$ cat config.mk
export PLATFORM = sky130hd
export DESIGN_NAME = tcp_frame_top
export DESIGN_NICKNAME = d
export VERILOG_FILES = /design/src/common/tcp_frame_pkg.sv /design/src/framer/frame_sequencer.sv /design/src/framer/payload_aligner.sv /design/src/header/header_checksum.sv /design/src/header/header_fields.sv /design/src/source/tcp_frame_top.sv
export SDC_FILE = /design/constraint.sdc
export NUM_CORES = 2
export LEC_CHECK = 0
export BUFFER_PORTS_ARGS = -buffer_cell sky130_fd_sc_hd__buf_2
export CAP_MARGIN = 30
export CORE_MARGIN = 1
export CORE_UTILIZATION = 30
export DETAILED_ROUTE_END_ITERATION = 10
export MAX_ROUTING_LAYER = met4
export PLACE_DENSITY = 0.48
export SLEW_MARGIN = 20
export SYNTH_ARGS = -nofsm -noshare
export SYNTH_HDL_FRONTEND = slang
export SYNTH_SLANG_ARGS = --single-unit
export TNS_END_PERCENT = 100
$ cat constraint.sdc
create_clock -name clk -period 14.4 [get_ports clk]
set_clock_uncertainty 0.1 [all_clocks]
set_input_delay 2.88 -clock clk [delete_from_list [all_inputs] [get_ports clk]]
set_output_delay 2.88 -clock clk [all_outputs]
set_load 0.02 [all_outputs]
$ cat src/common/tcp_frame_pkg.sv
package tcp_frame_pkg;

	// ------------------------------
	// Widths
	localparam int WORD_W     = 32;
	localparam int HALF_W     = 16;
	localparam int MAC_ADDR_W = 48;
	localparam int IP_ADDR_W  = 32;

	// ------------------------------
	// Header constants
	localparam int IP_VERSION      = 4;
	localparam int IP_HEAD_WORDS   = 5;
	localparam int TCP_BASE_WORDS  = 5;
	// 54 header bytes, so payload starts two bytes into word 13
	localparam int BASE_HEAD_WORDS = 13;
	localparam int ETH_HEAD_BYTES  = 14;
	localparam int IP_HEAD_BYTES   = 20;

	typedef enum logic [1:0] {
		ST_IDLE,
		ST_HEADER,
		ST_PAYLOAD
	} frame_state_t;

	typedef logic [15:0] word_idx_t;

endpackage

$ cat src/framer/frame_sequencer.sv
`timescale 1ns/1ps

module frame_sequencer #(
	parameter int TCP_OPT_WORDS = 3
) (
	input  logic                     clk,
	input  logic                     rst_n,
	input  logic                     start,
	input  logic                     data_out_rd,
	input  logic [3:0]               tcp_head_len_q,
	input  logic [15:0]              payload_len_q,
	input  logic [31:0]              head_word,
	input  logic [31:0]              payload_word,
	output logic                     capture,
	output tcp_frame_pkg::word_idx_t word_idx,
	output logic                     accept,
	output logic                     in_payload,
	output logic [31:0]              data_out,
	output logic [1:0]               be_out,
	output logic                     data_out_rdy,
	output logic                     sop,
	output logic                     eop,
	output logic                     busy
);

	tcp_frame_pkg::frame_state_t state;
	logic [3:0] opt_words;
	logic [16:0] total_bytes;
	tcp_frame_pkg::word_idx_t last_idx;
	tcp_frame_pkg::word_idx_t boundary_idx;
	logic at_boundary;

	// Option count, limited to what the header block can serve
	always_comb begin
		if (tcp_head_len_q <= 4'(tcp_frame_pkg::TCP_BASE_WORDS))
			opt_words = '0;
		else if (tcp_head_len_q >= 4'(tcp_frame_pkg::TCP_BASE_WORDS + TCP_OPT_WORDS))
			opt_words = 4'(TCP_OPT_WORDS);
		else
			opt_words = tcp_head_len_q - 4'(tcp_frame_pkg::TCP_BASE_WORDS);
	end

	// ------------------------------
	// Frame geometry
	assign total_bytes = 17'(tcp_frame_pkg::ETH_HEAD_BYTES + tcp_frame_pkg::IP_HEAD_BYTES
		+ 4 * tcp_frame_pkg::TCP_BASE_WORDS) + {11'b0, opt_words, 2'b00} + {1'b0, payload_len_q};
	assign last_idx     = tcp_frame_pkg::word_idx_t'((total_bytes - 17'd1) >> 2);
	assign boundary_idx = tcp_frame_pkg::word_idx_t'(tcp_frame_pkg::BASE_HEAD_WORDS)
		+ {12'b0, opt_words};

	assign capture      = start & (state == tcp_frame_pkg::ST_IDLE);
	assign data_out_rdy = (state != tcp_frame_pkg::ST_IDLE);
	assign busy         = data_out_rdy;
	assign accept       = data_out_rdy & data_out_rd;
	assign at_boundary  = (state == tcp_frame_pkg::ST_HEADER) & (word_idx == boundary_idx);
	assign in_payload   = at_boundary | (state == tcp_frame_pkg::ST_PAYLOAD);

	assign sop    = data_out_rdy & (word_idx == '0);
	assign eop    = data_out_rdy & (word_idx == last_idx);
	assign be_out = eop ? total_bytes[1:0] : 2'b00;

	// Boundary word takes its low half from the first payload bytes
	always_comb begin
		if (state == tcp_frame_pkg::ST_PAYLOAD)
			data_out = payload_word;
		else if (at_boundary)
			data_out = {head_word[31:16], payload_word[15:0]};
		else
			data_out = head_word;
	end

	// ------------------------------
	// FSM and word pointer
	always_ff @(posedge clk or negedge rst_n) begin
		if (!rst_n) begin
			state    <= tcp_frame_pkg::ST_IDLE;
			word_idx <= '0;
		end else if (capture) begin
			state    <= tcp_frame_pkg::ST_HEADER;
			word_idx <= '0;
		end else if (accept) begin
			if (eop) begin
				state    <= tcp_frame_pkg::ST_IDLE;
				word_idx <= '0;
			end else begin
				word_idx <= word_idx + 16'd1;
				if (at_boundary)
					state <= tcp_frame_pkg::ST_PAYLOAD;
			end
		end
	end

endmodule

$ cat src/framer/payload_aligner.sv
`timescale 1ns/1ps

module payload_aligner (
	input  logic                              clk,
	input  logic                              rst_n,
	input  logic                              capture,
	input  logic                              accept,
	input  logic                              in_payload,
	input  logic [15:0]                       payload_len_q,
	input  logic [tcp_frame_pkg::WORD_W-1:0]  data_in,
	output logic [tcp_frame_pkg::WORD_W-1:0]  payload_word,
	output logic                              data_in_rd
);

	logic [tcp_frame_pkg::HALF_W-1:0] carry;
	logic [15:0] rd_count;
	logic [15:0] words_needed;
	logic more;

	// Source words covering the payload, rounded up
	assign words_needed = 16'(({1'b0, payload_len_q} + 17'd3) >> 2);
	assign more         = rd_count < words_needed;
	assign data_in_rd   = accept & in_payload & more;

	// Held low half of the last word, then the next word's upper half
	assign payload_word = {carry, more ? data_in[31:16] : 16'h0};

	always_ff @(posedge clk or negedge rst_n) begin
		if (!rst_n)
			rd_count <= '0;
		else if (capture)
			rd_count <= '0;
		else if (data_in_rd)
			rd_count <= rd_count + 16'd1;
	end

	always_ff @(posedge clk) begin
		if (data_in_rd)
			carry <= data_in[15:0];
	end

endmodule

$ cat src/header/header_checksum.sv
`timescale 1ns/1ps

module header_checksum #(
	parameter int TCP_OPT_WORDS = 3
) (
	input  logic                        clk,
	input  logic                        rst_n,
	input  logic [7:0]                  ip_dsf_q,
	input  logic [15:0]                 ip_id_q,
	input  logic [2:0]                  ip_flag_q,
	input  logic [12:0]                 ip_frag_offset_q,
	input  logic [7:0]                  ip_ttl_q,
	input  logic [7:0]                  ip_prot_q,
	input  logic [31:0]                 ip_src_q,
	input  logic [31:0]                 ip_dst_q,
	input  logic [15:0]                 ip_total_len,
	input  logic [15:0]                 tcp_src_port_q,
	input  logic [15:0]                 tcp_dst_port_q,
	input  logic [31:0]                 tcp_seq_num_q,
	input  logic [31:0]                 tcp_ack_num_q,
	input  logic [3:0]                  tcp_head_len_q,
	input  logic [5:0]                  tcp_flags_q,
	input  logic [15:0]                 tcp_window_q,
	input  logic [15:0]                 tcp_urgent_ptr_q,
	input  logic [TCP_OPT_WORDS*32-1:0] tcp_options_q,
	input  logic [15:0]                 payload_len_q,
	input  logic [15:0]                 payload_sum,
	output logic [15:0]                 ip_chksum,
	output logic [15:0]                 tcp_chksum
);

	logic [31:0] ip_sum;
	logic [31:0] ip_fold1;
	logic [31:0] ip_fold2;
	logic [31:0] tcp_sum;
	logic [31:0] tcp_fold1;
	logic [31:0] tcp_fold2;
	logic [15:0] tcp_len;

	assign tcp_len = {10'b0, tcp_head_len_q, 2'b00} + payload_len_q;

	// Checksum field itself counts as zero in both sums
	always_comb begin
		ip_sum = {4'(tcp_frame_pkg::IP_VERSION), 4'(tcp_frame_pkg::IP_HEAD_WORDS), ip_dsf_q}
			+ ip_total_len + ip_id_q + {ip_flag_q, ip_frag_offset_q} + {ip_ttl_q, ip_prot_q}
			+ ip_src_q[31:16] + ip_src_q[15:0] + ip_dst_q[31:16] + ip_dst_q[15:0];

		// Pseudo-header first
		tcp_sum = ip_src_q[31:16] + ip_src_q[15:0] + ip_dst_q[31:16] + ip_dst_q[15:0]
			+ {8'h0, ip_prot_q} + tcp_len;
		tcp_sum = tcp_sum + tcp_src_port_q + tcp_dst_port_q
			+ tcp_seq_num_q[31:16] + tcp_seq_num_q[15:0]
			+ tcp_ack_num_q[31:16] + tcp_ack_num_q[15:0]
			+ {tcp_head_len_q, 6'b0, tcp_flags_q} + tcp_window_q + tcp_urgent_ptr_q
			+ payload_sum;
		for (int i = 0; i < 2 * TCP_OPT_WORDS; i++)
			tcp_sum = tcp_sum + tcp_options_q[i*16 +: 16];

		// Two end-around folds cover any carry out of the first
		ip_fold1  = ip_sum[31:16] + ip_sum[15:0];
		ip_fold2  = ip_fold1[31:16] + ip_fold1[15:0];
		tcp_fold1 = tcp_sum[31:16] + tcp_sum[15:0];
		tcp_fold2 = tcp_fold1[31:16] + tcp_fold1[15:0];
	end

	always_ff @(posedge clk or negedge rst_n) begin
		if (!rst_n) begin
			ip_chksum  <= '0;
			tcp_chksum <= '0;
		end else begin
			ip_chksum  <= ~ip_fold2[15:0];
			tcp_chksum <= ~tcp_fold2[15:0];
		end
	end

endmodule

$ cat src/header/header_fields.sv
`timescale 1ns/1ps

module header_fields #(
	parameter int TCP_OPT_WORDS = 3
) (
	input  logic                        clk,
	input  logic                        rst_n,
	input  logic                        capture,
	input  logic [47:0]                 mac_dst,
	input  logic [47:0]                 mac_src,
	input  logic [15:0]                 mac_type,
	input  logic [7:0]                  ip_dsf,
	input  logic [15:0]                 ip_id,
	input  logic [2:0]                  ip_flag,
	input  logic [12:0]                 ip_frag_offset,
	input  logic [7:0]                  ip_ttl,
	input  logic [7:0]                  ip_prot,
	input  logic [31:0]                 ip_src,
	input  logic [31:0]                 ip_dst,
	input  logic [15:0]                 tcp_src_port,
	input  logic [15:0]                 tcp_dst_port,
	input  logic [31:0]                 tcp_seq_num,
	input  logic [31:0]                 tcp_ack_num,
	input  logic [3:0]                  tcp_head_len,
	input  logic [5:0]                  tcp_flags,
	input  logic [15:0]                 tcp_window,
	input  logic [15:0]                 tcp_urgent_ptr,
	input  logic [TCP_OPT_WORDS*32-1:0] tcp_options,
	input  logic [15:0]                 payload_len,
	input  logic [15:0]                 payload_sum,
	input  tcp_frame_pkg::word_idx_t    word_idx,
	input  logic [15:0]                 ip_chksum,
	input  logic [15:0]                 tcp_chksum,
	output logic [7:0]                  ip_dsf_q,
	output logic [15:0]                 ip_id_q,
	output logic [2:0]                  ip_flag_q,
	output logic [12:0]                 ip_frag_offset_q,
	output logic [7:0]                  ip_ttl_q,
	output logic [7:0]                  ip_prot_q,
	output logic [31:0]                 ip_src_q,
	output logic [31:0]                 ip_dst_q,
	output logic [15:0]                 ip_total_len,
	output logic [15:0]                 tcp_src_port_q,
	output logic [15:0]                 tcp_dst_port_q,
	output logic [31:0]                 tcp_seq_num_q,
	output logic [31:0]                 tcp_ack_num_q,
	output logic [3:0]                  tcp_head_len_q,
	output logic [5:0]                  tcp_flags_q,
	output logic [15:0]                 tcp_window_q,
	output logic [15:0]                 tcp_urgent_ptr_q,
	output logic [TCP_OPT_WORDS*32-1:0] tcp_options_q,
	output logic [15:0]                 payload_len_q,
	output logic [15:0]                 payload_sum_q,
	output logic [31:0]                 head_word
);

	logic [tcp_frame_pkg::MAC_ADDR_W-1:0] mac_dst_q;
	logic [tcp_frame_pkg::MAC_ADDR_W-1:0] mac_src_q;
	logic [15:0] mac_type_q;
	logic [TCP_OPT_WORDS*32-1:0] opt_masked;
	// Urgent pointer, options, then room for the first payload half
	logic [(TCP_OPT_WORDS+1)*32-1:0] tail_bits;
	tcp_frame_pkg::word_idx_t tail_idx;

	// Option words beyond the header length are sent as zero
	always_comb begin
		opt_masked = tcp_options;
		for (int j = 0; j < TCP_OPT_WORDS; j++) begin
			if (tcp_head_len <= 4'(tcp_frame_pkg::TCP_BASE_WORDS + j))
				opt_masked[(TCP_OPT_WORDS-1-j)*32 +: 32] = '0;
		end
	end

	// ------------------------------
	// Capture
	always_ff @(posedge clk or negedge rst_n) begin
		if (!rst_n) begin
			tcp_head_len_q <= '0;
			payload_len_q  <= '0;
		end else if (capture) begin
			tcp_head_len_q <= tcp_head_len;
			payload_len_q  <= payload_len;
		end
	end

	always_ff @(posedge clk) begin
		if (capture) begin
			mac_dst_q        <= mac_dst;
			mac_src_q        <= mac_src;
			mac_type_q       <= mac_type;
			ip_dsf_q         <= ip_dsf;
			ip_id_q          <= ip_id;
			ip_flag_q        <= ip_flag;
			ip_frag_offset_q <= ip_frag_offset;
			ip_ttl_q         <= ip_ttl;
			ip_prot_q        <= ip_prot;
			ip_src_q         <= ip_src;
			ip_dst_q         <= ip_dst;
			tcp_src_port_q   <= tcp_src_port;
			tcp_dst_port_q   <= tcp_dst_port;
			tcp_seq_num_q    <= tcp_seq_num;
			tcp_ack_num_q    <= tcp_ack_num;
			tcp_flags_q      <= tcp_flags;
			tcp_window_q     <= tcp_window;
			tcp_urgent_ptr_q <= tcp_urgent_ptr;
			tcp_options_q    <= opt_masked;
			payload_sum_q    <= payload_sum;
		end
	end

	assign ip_total_len = 16'(tcp_frame_pkg::IP_HEAD_BYTES) + {10'b0, tcp_head_len_q, 2'b00}
		+ payload_len_q;

	// ------------------------------
	// Header word select
	assign tail_bits = {tcp_urgent_ptr_q, tcp_options_q, 16'h0};
	assign tail_idx  = word_idx - tcp_frame_pkg::word_idx_t'(tcp_frame_pkg::BASE_HEAD_WORDS);

	always_comb begin
		case (word_idx)
			16'd0:   head_word = mac_dst_q[47:16];
			16'd1:   head_word = {mac_dst_q[15:0], mac_src_q[47:32]};
			16'd2:   head_word = mac_src_q[31:0];
			16'd3:   head_word = {mac_type_q, 4'(tcp_frame_pkg::IP_VERSION),
				4'(tcp_frame_pkg::IP_HEAD_WORDS), ip_dsf_q};
			16'd4:   head_word = {ip_total_len, ip_id_q};
			16'd5:   head_word = {ip_flag_q, ip_frag_offset_q, ip_ttl_q, ip_prot_q};
			16'd6:   head_word = {ip_chksum, ip_src_q[31:16]};
			16'd7:   head_word = {ip_src_q[15:0], ip_dst_q[31:16]};
			16'd8:   head_word = {ip_dst_q[15:0], tcp_src_port_q};
			16'd9:   head_word = {tcp_dst_port_q, tcp_seq_num_q[31:16]};
			16'd10:  head_word = {tcp_seq_num_q[15:0], tcp_ack_num_q[31:16]};
			16'd11:  head_word = {tcp_ack_num_q[15:0], tcp_head_len_q, 6'b0, tcp_flags_q};
			16'd12:  head_word = {tcp_window_q, tcp_chksum};
			default: begin
				head_word = '0;
				for (int i = 0; i <= TCP_OPT_WORDS; i++) begin
					if (tail_idx == tcp_frame_pkg::word_idx_t'(i))
						head_word = tail_bits[(TCP_OPT_WORDS-i)*32 +: 32];
				end
			end
		endcase
	end

endmodule

$ cat src/source/tcp_frame_top.sv
`timescale 1ns/1ps

module tcp_frame_top #(
	parameter int TCP_OPT_WORDS = 3
) (
	input  logic                          clk,
	input  logic                          rst_n,
	input  logic                          start,
	input  logic [47:0]                   mac_dst,
	input  logic [47:0]                   mac_src,
	input  logic [15:0]                   mac_type,
	input  logic [7:0]                    ip_dsf,
	input  logic [15:0]                   ip_id,
	input  logic [2:0]                    ip_flag,
	input  logic [12:0]                   ip_frag_offset,
	input  logic [7:0]                    ip_ttl,
	input  logic [7:0]                    ip_prot,
	input  logic [31:0]                   ip_src,
	input  logic [31:0]                   ip_dst,
	input  logic [15:0]                   tcp_src_port,
	input  logic [15:0]                   tcp_dst_port,
	input  logic [31:0]                   tcp_seq_num,
	input  logic [31:0]                   tcp_ack_num,
	input  logic [3:0]                    tcp_head_len,
	input  logic [5:0]                    tcp_flags,
	input  logic [15:0]                   tcp_window,
	input  logic [15:0]                   tcp_urgent_ptr,
	input  logic [TCP_OPT_WORDS*32-1:0]   tcp_options,
	input  logic [15:0]                   payload_len,
	input  logic [15:0]                   payload_sum,
	input  logic                          data_out_rd,
	input  logic [31:0]                   data_in,
	output logic [31:0]                   data_out,
	output logic [1:0]                    be_out,
	output logic                          data_out_rdy,
	output logic                          sop,
	output logic                          eop,
	output logic                          data_in_rd,
	output logic                          busy
);

	logic capture;
	logic accept;
	logic in_payload;
	tcp_frame_pkg::word_idx_t word_idx;
	logic [31:0] head_word;
	logic [31:0] payload_word;
	logic [15:0] ip_chksum;
	logic [15:0] tcp_chksum;

	// Captured fields
	logic [7:0]  ip_dsf_q;
	logic [15:0] ip_id_q;
	logic [2:0]  ip_flag_q;
	logic [12:0] ip_frag_offset_q;
	logic [7:0]  ip_ttl_q;
	logic [7:0]  ip_prot_q;
	logic [31:0] ip_src_q;
	logic [31:0] ip_dst_q;
	logic [15:0] ip_total_len;
	logic [15:0] tcp_src_port_q;
	logic [15:0] tcp_dst_port_q;
	logic [31:0] tcp_seq_num_q;
	logic [31:0] tcp_ack_num_q;
	logic [3:0]  tcp_head_len_q;
	logic [5:0]  tcp_flags_q;
	logic [15:0] tcp_window_q;
	logic [15:0] tcp_urgent_ptr_q;
	logic [TCP_OPT_WORDS*32-1:0] tcp_options_q;
	logic [15:0] payload_len_q;
	logic [15:0] payload_sum_q;

	header_fields #(.TCP_OPT_WORDS(TCP_OPT_WORDS)) u_fields (
		.clk(clk),
		.rst_n(rst_n),
		.capture(capture),
		.mac_dst(mac_dst),
		.mac_src(mac_src),
		.mac_type(mac_type),
		.ip_dsf(ip_dsf),
		.ip_id(ip_id),
		.ip_flag(ip_flag),
		.ip_frag_offset(ip_frag_offset),
		.ip_ttl(ip_ttl),
		.ip_prot(ip_prot),
		.ip_src(ip_src),
		.ip_dst(ip_dst),
		.tcp_src_port(tcp_src_port),
		.tcp_dst_port(tcp_dst_port),
		.tcp_seq_num(tcp_seq_num),
		.tcp_ack_num(tcp_ack_num),
		.tcp_head_len(tcp_head_len),
		.tcp_flags(tcp_flags),
		.tcp_window(tcp_window),
		.tcp_urgent_ptr(tcp_urgent_ptr),
		.tcp_options(tcp_options),
		.payload_len(payload_len),
		.payload_sum(payload_sum),
		.word_idx(word_idx),
		.ip_chksum(ip_chksum),
		.tcp_chksum(tcp_chksum),
		.ip_dsf_q(ip_dsf_q),
		.ip_id_q(ip_id_q),
		.ip_flag_q(ip_flag_q),
		.ip_frag_offset_q(ip_frag_offset_q),
		.ip_ttl_q(ip_ttl_q),
		.ip_prot_q(ip_prot_q),
		.ip_src_q(ip_src_q),
		.ip_dst_q(ip_dst_q),
		.ip_total_len(ip_total_len),
		.tcp_src_port_q(tcp_src_port_q),
		.tcp_dst_port_q(tcp_dst_port_q),
		.tcp_seq_num_q(tcp_seq_num_q),
		.tcp_ack_num_q(tcp_ack_num_q),
		.tcp_head_len_q(tcp_head_len_q),
		.tcp_flags_q(tcp_flags_q),
		.tcp_window_q(tcp_window_q),
		.tcp_urgent_ptr_q(tcp_urgent_ptr_q),
		.tcp_options_q(tcp_options_q),
		.payload_len_q(payload_len_q),
		.payload_sum_q(payload_sum_q),
		.head_word(head_word)
	);

	header_checksum #(.TCP_OPT_WORDS(TCP_OPT_WORDS)) u_checksum (
		.clk(clk),
		.rst_n(rst_n),
		.ip_dsf_q(ip_dsf_q),
		.ip_id_q(ip_id_q),
		.ip_flag_q(ip_flag_q),
		.ip_frag_offset_q(ip_frag_offset_q),
		.ip_ttl_q(ip_ttl_q),
		.ip_prot_q(ip_prot_q),
		.ip_src_q(ip_src_q),
		.ip_dst_q(ip_dst_q),
		.ip_total_len(ip_total_len),
		.tcp_src_port_q(tcp_src_port_q),
		.tcp_dst_port_q(tcp_dst_port_q),
		.tcp_seq_num_q(tcp_seq_num_q),
		.tcp_ack_num_q(tcp_ack_num_q),
		.tcp_head_len_q(tcp_head_len_q),
		.tcp_flags_q(tcp_flags_q),
		.tcp_window_q(tcp_window_q),
		.tcp_urgent_ptr_q(tcp_urgent_ptr_q),
		.tcp_options_q(tcp_options_q),
		.payload_len_q(payload_len_q),
		.payload_sum(payload_sum_q),
		.ip_chksum(ip_chksum),
		.tcp_chksum(tcp_chksum)
	);

	frame_sequencer #(.TCP_OPT_WORDS(TCP_OPT_WORDS)) u_sequencer (
		.clk(clk),
		.rst_n(rst_n),
		.start(start),
		.data_out_rd(data_out_rd),
		.tcp_head_len_q(tcp_head_len_q),
		.payload_len_q(payload_len_q),
		.head_word(head_word),
		.payload_word(payload_word),
		.capture(capture),
		.word_idx(word_idx),
		.accept(accept),
		.in_payload(in_payload),
		.data_out(data_out),
		.be_out(be_out),
		.data_out_rdy(data_out_rdy),
		.sop(sop),
		.eop(eop),
		.busy(busy)
	);

	payload_aligner u_aligner (
		.clk(clk),
		.rst_n(rst_n),
		.capture(capture),
		.accept(accept),
		.in_payload(in_payload),
		.payload_len_q(payload_len_q),
		.data_in(data_in),
		.payload_word(payload_word),
		.data_in_rd(data_in_rd)
	);

endmodule
=== Yosys cells after proc, flatten, opt, wreduce, memory -nomap -nowiden ===
Index checks and enable logic that the tools add are counted.

* Register bits after elaboration: 580
* Input port bits: 534
* Output and inout bits: 39
* Logic and storage cells: 138

* $add $sub $neg: 45
* Magnitude comparators: 6
* Equal/unequal tests: 19
* Muxes and demuxes: 20
* Bitwise gates (word level): 10
* Reductions and logical operators: 8

{| class="wikitable"
|+ Operator list
! kind !! number
|-
| adder 32 x 16 -> 32 bit || 26
|-
| case mux 32 bit (13 select lines) || 1
|-
| two-way mux 32 bit || 5
|-
| two-way mux 16 bit || 7
|-
| equality test 16 x 4 -> 1 bit (second input constant) || 5
|-
| equality test 16 x 2 -> 1 bit (second input constant) || 4
|-
| equality test 16 x 3 -> 1 bit (second input constant) || 4
|-
| adder 16 x 16 -> 17 bit || 3
|-
| adder 16 bit || 3
|-
| adder 16 x 1 -> 16 bit (second input constant) || 2
|-
| adder 32 x 8 -> 32 bit || 1
|-
| equality test 16 x 1 -> 1 bit (second input constant) || 2
|-
| logical NOT 16 bit || 2
|-
| inverter 16 bit || 2
|-
| adder 15 x 16 -> 17 bit || 1
|-
| adder 16 x 2 -> 17 bit (second input constant) || 1
|-
| adder 17 x 16 -> 17 bit || 1
|-
| subtractor 17 x 1 -> 17 bit (second input constant) || 1
|-
| adder 6 x 16 -> 16 bit || 1
|-
| equality test 16 x 15 -> 1 bit || 1
|-
| equality test 16 bit || 1
|-
| less-or-equal comparator 4 x 3 -> 1 bit (second input constant) || 4
|-
| < comparator 16 x 15 -> 1 bit || 1
|-
| subtractor 16 x 4 -> 16 bit (second input constant) || 1
|-
| 15 further kinds || 28
|}

=== Logic depth before layout (Yosys ltp) ===
* Word-level depth: 24
* Gate-level depth with buffers: 51
* Gate-level depth less buffers: 51

=== Hierarchy ===
Synthesis repeated with hierarchy kept, for this count alone.

* Cells, all modules: 3294
* Area total of the unflattened synthesis: 40088.4 um2

{| class="wikitable"
|+ By module, submodules not included
! module !! instances !! cells each !! area an instance (um2) !! seq. area each (um2)
|-
| header_fields || 1 || 1221 || 20046.7 || 14854.2
|-
| header_checksum || 1 || 1486 || 14935.6 || 800.8
|-
| frame_sequencer || 1 || 362 || 3004.1 || 450.4
|-
| payload_aligner || 1 || 225 || 2102.0 || 880.8
|}

=== Worst setup path after synthesis ===
OpenSTA, ideal clock, no wires.

* Path kind: input-to-reg
* Start: input start
* End: register u_fields.ip_dsf_q[0], enable pin
* Library setup time: 1.028 ns
* Arrival: 16.220 ns
* Data required time: 13.272 ns
* Path slack: -2.948 ns
* Stages: 3
* Buffers on the path: 1
* Path through: nand2_1 -> inv_2 -> clkbuf_1

* Word-level cells in the longest chain between the ends: 1

{| class="wikitable"
|+ RTL lines
! element !! RTL line !! text
|-
| start, declared || tcp_frame_top.sv:8 || <nowiki>input logic start,</nowiki>
|-
| bitwise AND 1 bit || frame_sequencer.sv:51 || <nowiki>assign capture = start & (state == tcp_frame_pkg::ST_IDLE);</nowiki>
|-
| via capture || tcp_frame_top.sv:42 || <nowiki>logic capture;</nowiki>
|-
| end signal, assigned || header_fields.sv:91 || <nowiki>ip_dsf_q <= ip_dsf;</nowiki>
|-
| end, declared || header_fields.sv:34 || <nowiki>output logic [7:0] ip_dsf_q,</nowiki>
|}

The timed path passes the listed nets, and every way through them passes these cells.
A chain may end at the register's enable or synchronous reset.

=== Final worst setup path ===
* Start: register u_fields.ip_src_q[0]
* End: register u_checksum.tcp_chksum[14]

* Word-level cells in the longest chain between the ends: 24

{| class="wikitable"
|+ RTL lines
! element !! RTL line !! text
|-
| start, declared || header_fields.sv:40 || <nowiki>output logic [31:0] ip_src_q,</nowiki>
|-
| start signal, assigned || header_fields.sv:97 || <nowiki>ip_src_q <= ip_src;</nowiki>
|-
| adder 16 x 16 -> 17 bit || header_checksum.sv:49 || <nowiki>tcp_sum = ip_src_q[31:16] + ip_src_q[15:0] + ip_dst_q[31:16] + ip_dst_q[15:0]</nowiki>
|-
| adder 32 x 16 -> 32 bit (2 in a row) || header_checksum.sv:49 ||
|-
| adder 32 x 8 -> 32 bit || header_checksum.sv:50 || <nowiki>+ {8'h0, ip_prot_q} + tcp_len;</nowiki>
|-
| adder 32 x 16 -> 32 bit || header_checksum.sv:50 ||
|-
| adder 32 x 16 -> 32 bit (2 in a row) || header_checksum.sv:51 || <nowiki>tcp_sum = tcp_sum + tcp_src_port_q + tcp_dst_port_q</nowiki>
|-
| adder 32 x 16 -> 32 bit (2 in a row) || header_checksum.sv:52 || <nowiki>+ tcp_seq_num_q[31:16] + tcp_seq_num_q[15:0]</nowiki>
|-
| adder 32 x 16 -> 32 bit (2 in a row) || header_checksum.sv:53 || <nowiki>+ tcp_ack_num_q[31:16] + tcp_ack_num_q[15:0]</nowiki>
|-
| adder 32 x 16 -> 32 bit (3 in a row) || header_checksum.sv:54 || <nowiki>+ {tcp_head_len_q, 6'b0, tcp_flags_q} + tcp_window_q + tcp_urgent_ptr_q</nowiki>
|-
| adder 32 x 16 -> 32 bit || header_checksum.sv:55 || <nowiki>+ payload_sum;</nowiki>
|-
| adder 32 x 16 -> 32 bit (6 in a row) || header_checksum.sv:57 || <nowiki>tcp_sum = tcp_sum + tcp_options_q[i*16 +: 16];</nowiki>
|-
| adder 16 x 16 -> 17 bit || header_checksum.sv:62 || <nowiki>tcp_fold1 = tcp_sum[31:16] + tcp_sum[15:0];</nowiki>
|-
| adder 16 bit || header_checksum.sv:63 || <nowiki>tcp_fold2 = tcp_fold1[31:16] + tcp_fold1[15:0];</nowiki>
|-
| inverter 16 bit || header_checksum.sv:72 || <nowiki>tcp_chksum <= ~tcp_fold2[15:0];</nowiki>
|-
| end signal, assigned || header_checksum.sv:72 ||
|-
| end, declared || header_checksum.sv:29 || <nowiki>output logic [15:0] tcp_chksum</nowiki>
|}

Every way passes these cells.

==> results.py <==
metrics = {
    "timing": {
        "tightest_slew_ns": 1.00,
        "setup_viol": 0,
        "period_share": 0.869,
        "fmax_mhz": 79.9,
        "finalHoldViolCount": 0,
        "slew_viol_final": 0,
        "fin_crit_ns": 12.52,
        "max_slew_margin": 0.328,
        "rsz0062_at_grt": "no",
        "setup_tns_ns": 0,
    },
    "logic_synthesis": {
        "yosysWarnings": 0,
        "seq_area_frac_synth": 0.441,
        "synth_edf_count": 494,
        "synth_xor_area_frac": 0.0465,
        "ys.flop_type": "edfxtp_1",
        "syn_inst": 3231,
        "synth_nets": 4297,
        "synth_top_family_by_area": "adder cells",
        "ys_seq_elements": 580,
        "avgSynthCellArea_um2": 11.9,
        "synthSimpleGateAreaFrac": 0.0928,
        "synth_compound_area_frac": 0.107,
        "syn_area_um2": 38600,
        "synth-async-reset-ratio": 0.148,
        "yosysUniqueCellTypes": 92,
        "muxShareOfSynthArea": 0.00107,
        "synth_fa_ha_area_frac": 0.248,
    },
    "floorplanning": {
        "io_pins": 573,
        "fp.dieW_um": 360,
        "core_area_um2": 128000,
        "start_util": 0.302,
        "rows": 131,
        "die_area_um2": 130000,
        "die_height_um": 360,
    },
    "finish": {
        "drive_gt1_frac": 0.200,
        "multi_input_area_um2": 19200,
        "ff_latch_area_um2": 17000,
        "fill_cells": 12780,
        "area.growth.synth_to_final_pct": 18.9,
        "final_nets": 4869,
        "post-route-util": 0.360,
    },
    "cts": {
        "path_clk_slew_ns": 0.06,
        "cts_buffers": 73,
        "h-tree-depth": 3,
        "clk_path_buf_depth": 3,
        "root_buffer": "clkbuf_16",
        "cts_tree": "yes",
        "post-cts-setup-buffers": 0,
        "cts_resized": 0,
        "cts_hold_buf": 0,
        "insertion_delay_ns": 0.70,
        "cts_sinks": 580,
    },
    "worst_setup_path": {
        "critPathCapture": "u_checksum.tcp_chksum[14]$_DFF_PN0_",
        "max_stage_delay_ns": 0.57,
        "cpMostUsedCell": "fa_1",
        "r2r_start": "u_fields.ip_src_q[0]$_DFFE_PP_",
        "startpoint_type": "register",
        "timing.critical_path.from": "u_fields.ip_src_q[0]$_DFFE_PP_",
        "worst_r2r_path_depth": 45,
        "required_ns": 14.94,
        "crit_arrival_ns": 13.06,
        "rrSetupSlack_ns": 1.88,
        "crit_type": "reg -> reg",
        "crit_path_end_kind": "register",
        "r2r-end": "u_checksum.tcp_chksum[14]$_DFF_PN0_",
        "cp_max_fo": 7,
        "slowest_stage": "o21ai_0",
    },
    "global_routing": {
        "grt_pass1_wl_um": 216000,
        "grt_use_total": 0.248,
        "grt_antenna_before_repair": 7,
        "grt_pass1_vias": 28649,
        "grt.overflow.total": 0,
        "grt_max_degree": 150,
    },
    "power_and_ir_drop": {
        "vdd.ir_drop.worst_mv": 0.106,
        "p_leak_nw": 19.0,
        "powerDensity_nw_per_um2": 133,
    },
    "hold_path": {
        "hp-class": "reg -> reg",
    },
    "placed_design": {
        "gp_congestion": 0.914,
        "portBuffers": 572,
        "dp_hpwl_um": 127000,
    },
    "routing": {
        "wl_per_cell_um": 28.5,
        "routed_via_density": 5.03,
        "drc": 0,
        "drt-total-wl_um": 158000,
        "firstDrtPassIters": 5,
        "vias": 27753,
        "drtIter0Drc": 2389,
        "postRouteAntennaNets": 0,
    },
    "job": {
        "max_cap_viol_count": 0,
    },
    "outcome": {
        "status": "finished, final reports clean",
    },
}
[flip-flops by register name (all words and copies together), names as in the netlist, 13 cells and up]
name,flops
u_fields.tcp_src_port_q,16
u_sequencer.word_idx,16
u_fields.payload_sum_q,16
u_fields.tcp_ack_num_q,32
u_fields.mac_src_q,48
u_aligner.carry,16
u_fields.tcp_dst_port_q,16
u_fields.tcp_urgent_ptr_q,16
u_fields.ip_frag_offset_q,13
u_fields.ip_dst_q,32
u_aligner.rd_count,16
u_fields.mac_type_q,16
u_fields.payload_len_q,16
u_checksum.ip_chksum,16
u_fields.ip_id_q,16
u_fields.tcp_window_q,16
u_fields.ip_src_q,32
u_checksum.tcp_chksum,16
u_fields.tcp_seq_num_q,32
u_fields.tcp_options_q,96
u_fields.mac_dst_q,48
[per-layer routing]
metal / share of wire / vias to the layer above / wire length, um / global-route usage
met5: 0 / - / 0 / -
met4: 0.043 / 0 / 6720 / 0.101
met3: 0.050 / 194 / 7960 / 0.0346
met2: 0.51 / 984 / 80300 / 0.425
met1: 0.40 / 14276 / 62600 / 0.294
li1: - / 12299 / - / -
[cells in the final DEF (no fill, tap or decap), types with 13 or more instances in the layout]
cell type and count:
nor4_1 13, inv_1 504, xnor2_1 109, nor2b_1 54, clkbuf_16 73, buf_4 48
nor2_1 132, dfrtp_1 86, nor3_1 30, nand2_1 193, a21oi_1 92, fa_1 388
o21a_1 16, a222oi_1 15, edfxtp_1 494, buf_2 571, o21ai_1 13, a221oi_1 58
o21ai_0 121, and2_1 71, ha_1 144, and3_1 35, a22o_1 33, a21o_1 28
nand4_1 38, a22oi_1 102, xor2_1 80, nand3_1 51
[logic make-up (layout without fill, tap and decap cells)]
logic type	Yosys count	in the layout
mux	4	4
compound gates	592	592
other cells	1	6
buf+inv	631	1255
fa+ha+maj	533	533
simple gates	694	694
xor+xnor	196	196
flops	580	580
[critical path, delay by kind of cell (launching register included)]
family | cells | cell delay, ns
AOI/OAI and AO/OA | 15 | 3.84
xor gates and xnor gates | 3 | 0.38
adders and majority gates | 14 | 5.58
buffers and inverters | 3 | 0.19
DFF | 1 | 0.43
and+or+nand+nor | 10 | 1.94
[cell type report]
cell class | instances | area share
timing repair buffer | 623 | 0.0721
tap | 1662 | 0.0454
inverter | 505 | 0.0415
multi-input combinational | 2020 | 0.418
clock buffer | 85 | 0.0408
clock inverter | 42 | 0.0112
sequential | 580 | 0.370
antenna | 5 | 0.000273
[power by group]
group | switching, mW | internal [mW] | leakage, nW | total, mW
clock | 0.809 | 1.06 | 1.14 | 1.87
sequential | 0.0697 | 1.90 | 5.52 | 1.97
combinational | 1.37 | 0.866 | 12.4 | 2.24
[worst min-delay path by stage]
stage	from	end	slack [ns]	cells past startpoint
2_1_floorplan	u_aligner.rd_count[15]$_DFFE_PN0P_	u_aligner.rd_count[15]$_DFFE_PN0P_	0.37	2
4_1_cts	u_aligner.rd_count[15]$_DFFE_PN0P_	u_aligner.rd_count[15]$_DFFE_PN0P_	0.42	2
3_3_place_gp	u_aligner.rd_count[15]$_DFFE_PN0P_	u_aligner.rd_count[15]$_DFFE_PN0P_	0.40	2
5_1_grt	u_aligner.rd_count[15]$_DFFE_PN0P_	u_aligner.rd_count[15]$_DFFE_PN0P_	0.48	2
6_report	u_aligner.rd_count[15]$_DFFE_PN0P_	u_aligner.rd_count[15]$_DFFE_PN0P_	0.41	2
3_5_place_dp	u_aligner.rd_count[15]$_DFFE_PN0P_	u_aligner.rd_count[15]$_DFFE_PN0P_	0.40	2
[stage by stage]
stage	instance area, um^2	hold WS (ns)	power [mW]	cells	worst slack, ns
5_1_grt	45800	0.475	6.39	5521	1.05
4_1_cts	45800	0.416	6.11	5514	1.93
3_3_place_gp	43400	0.399	4.23	5385	2.10
6_report	45900	0.412	6.08	5522	1.88
3_5_place_dp	43400	0.403	4.21	5387	2.01
2_1_floorplan	38600	0.367	3.50	3231	3.91
[synth_stat cells (all sizes together), types with 13 or more instances]
library cell / instances / area (um^2)
edfxtp: 494 / 14800
a21oi: 96 / 492
o21ai: 134 / 671
xor2: 80 / 701
o21a: 16 / 120
o211ai: 13 / 103
inv: 505 / 1900
clkbuf: 88 / 333
nor3: 33 / 175
fa: 388 / 7770
nor4: 17 / 134
a222oi: 15 / 150
buf: 38 / 200
and3: 36 / 225
nand4: 40 / 272
nor2b: 54 / 338
ha: 144 / 1800
and2: 72 / 450
a22oi: 102 / 766
xnor2: 112 / 1000
a211oi: 13 / 120
a221oi: 58 / 508
nand3: 51 / 255
nor2: 134 / 503
a22o: 33 / 289
nand2: 193 / 724
a21o: 28 / 210
dfrtp: 86 / 2150
No activity file was read; power rests on OpenSTA's default activity.
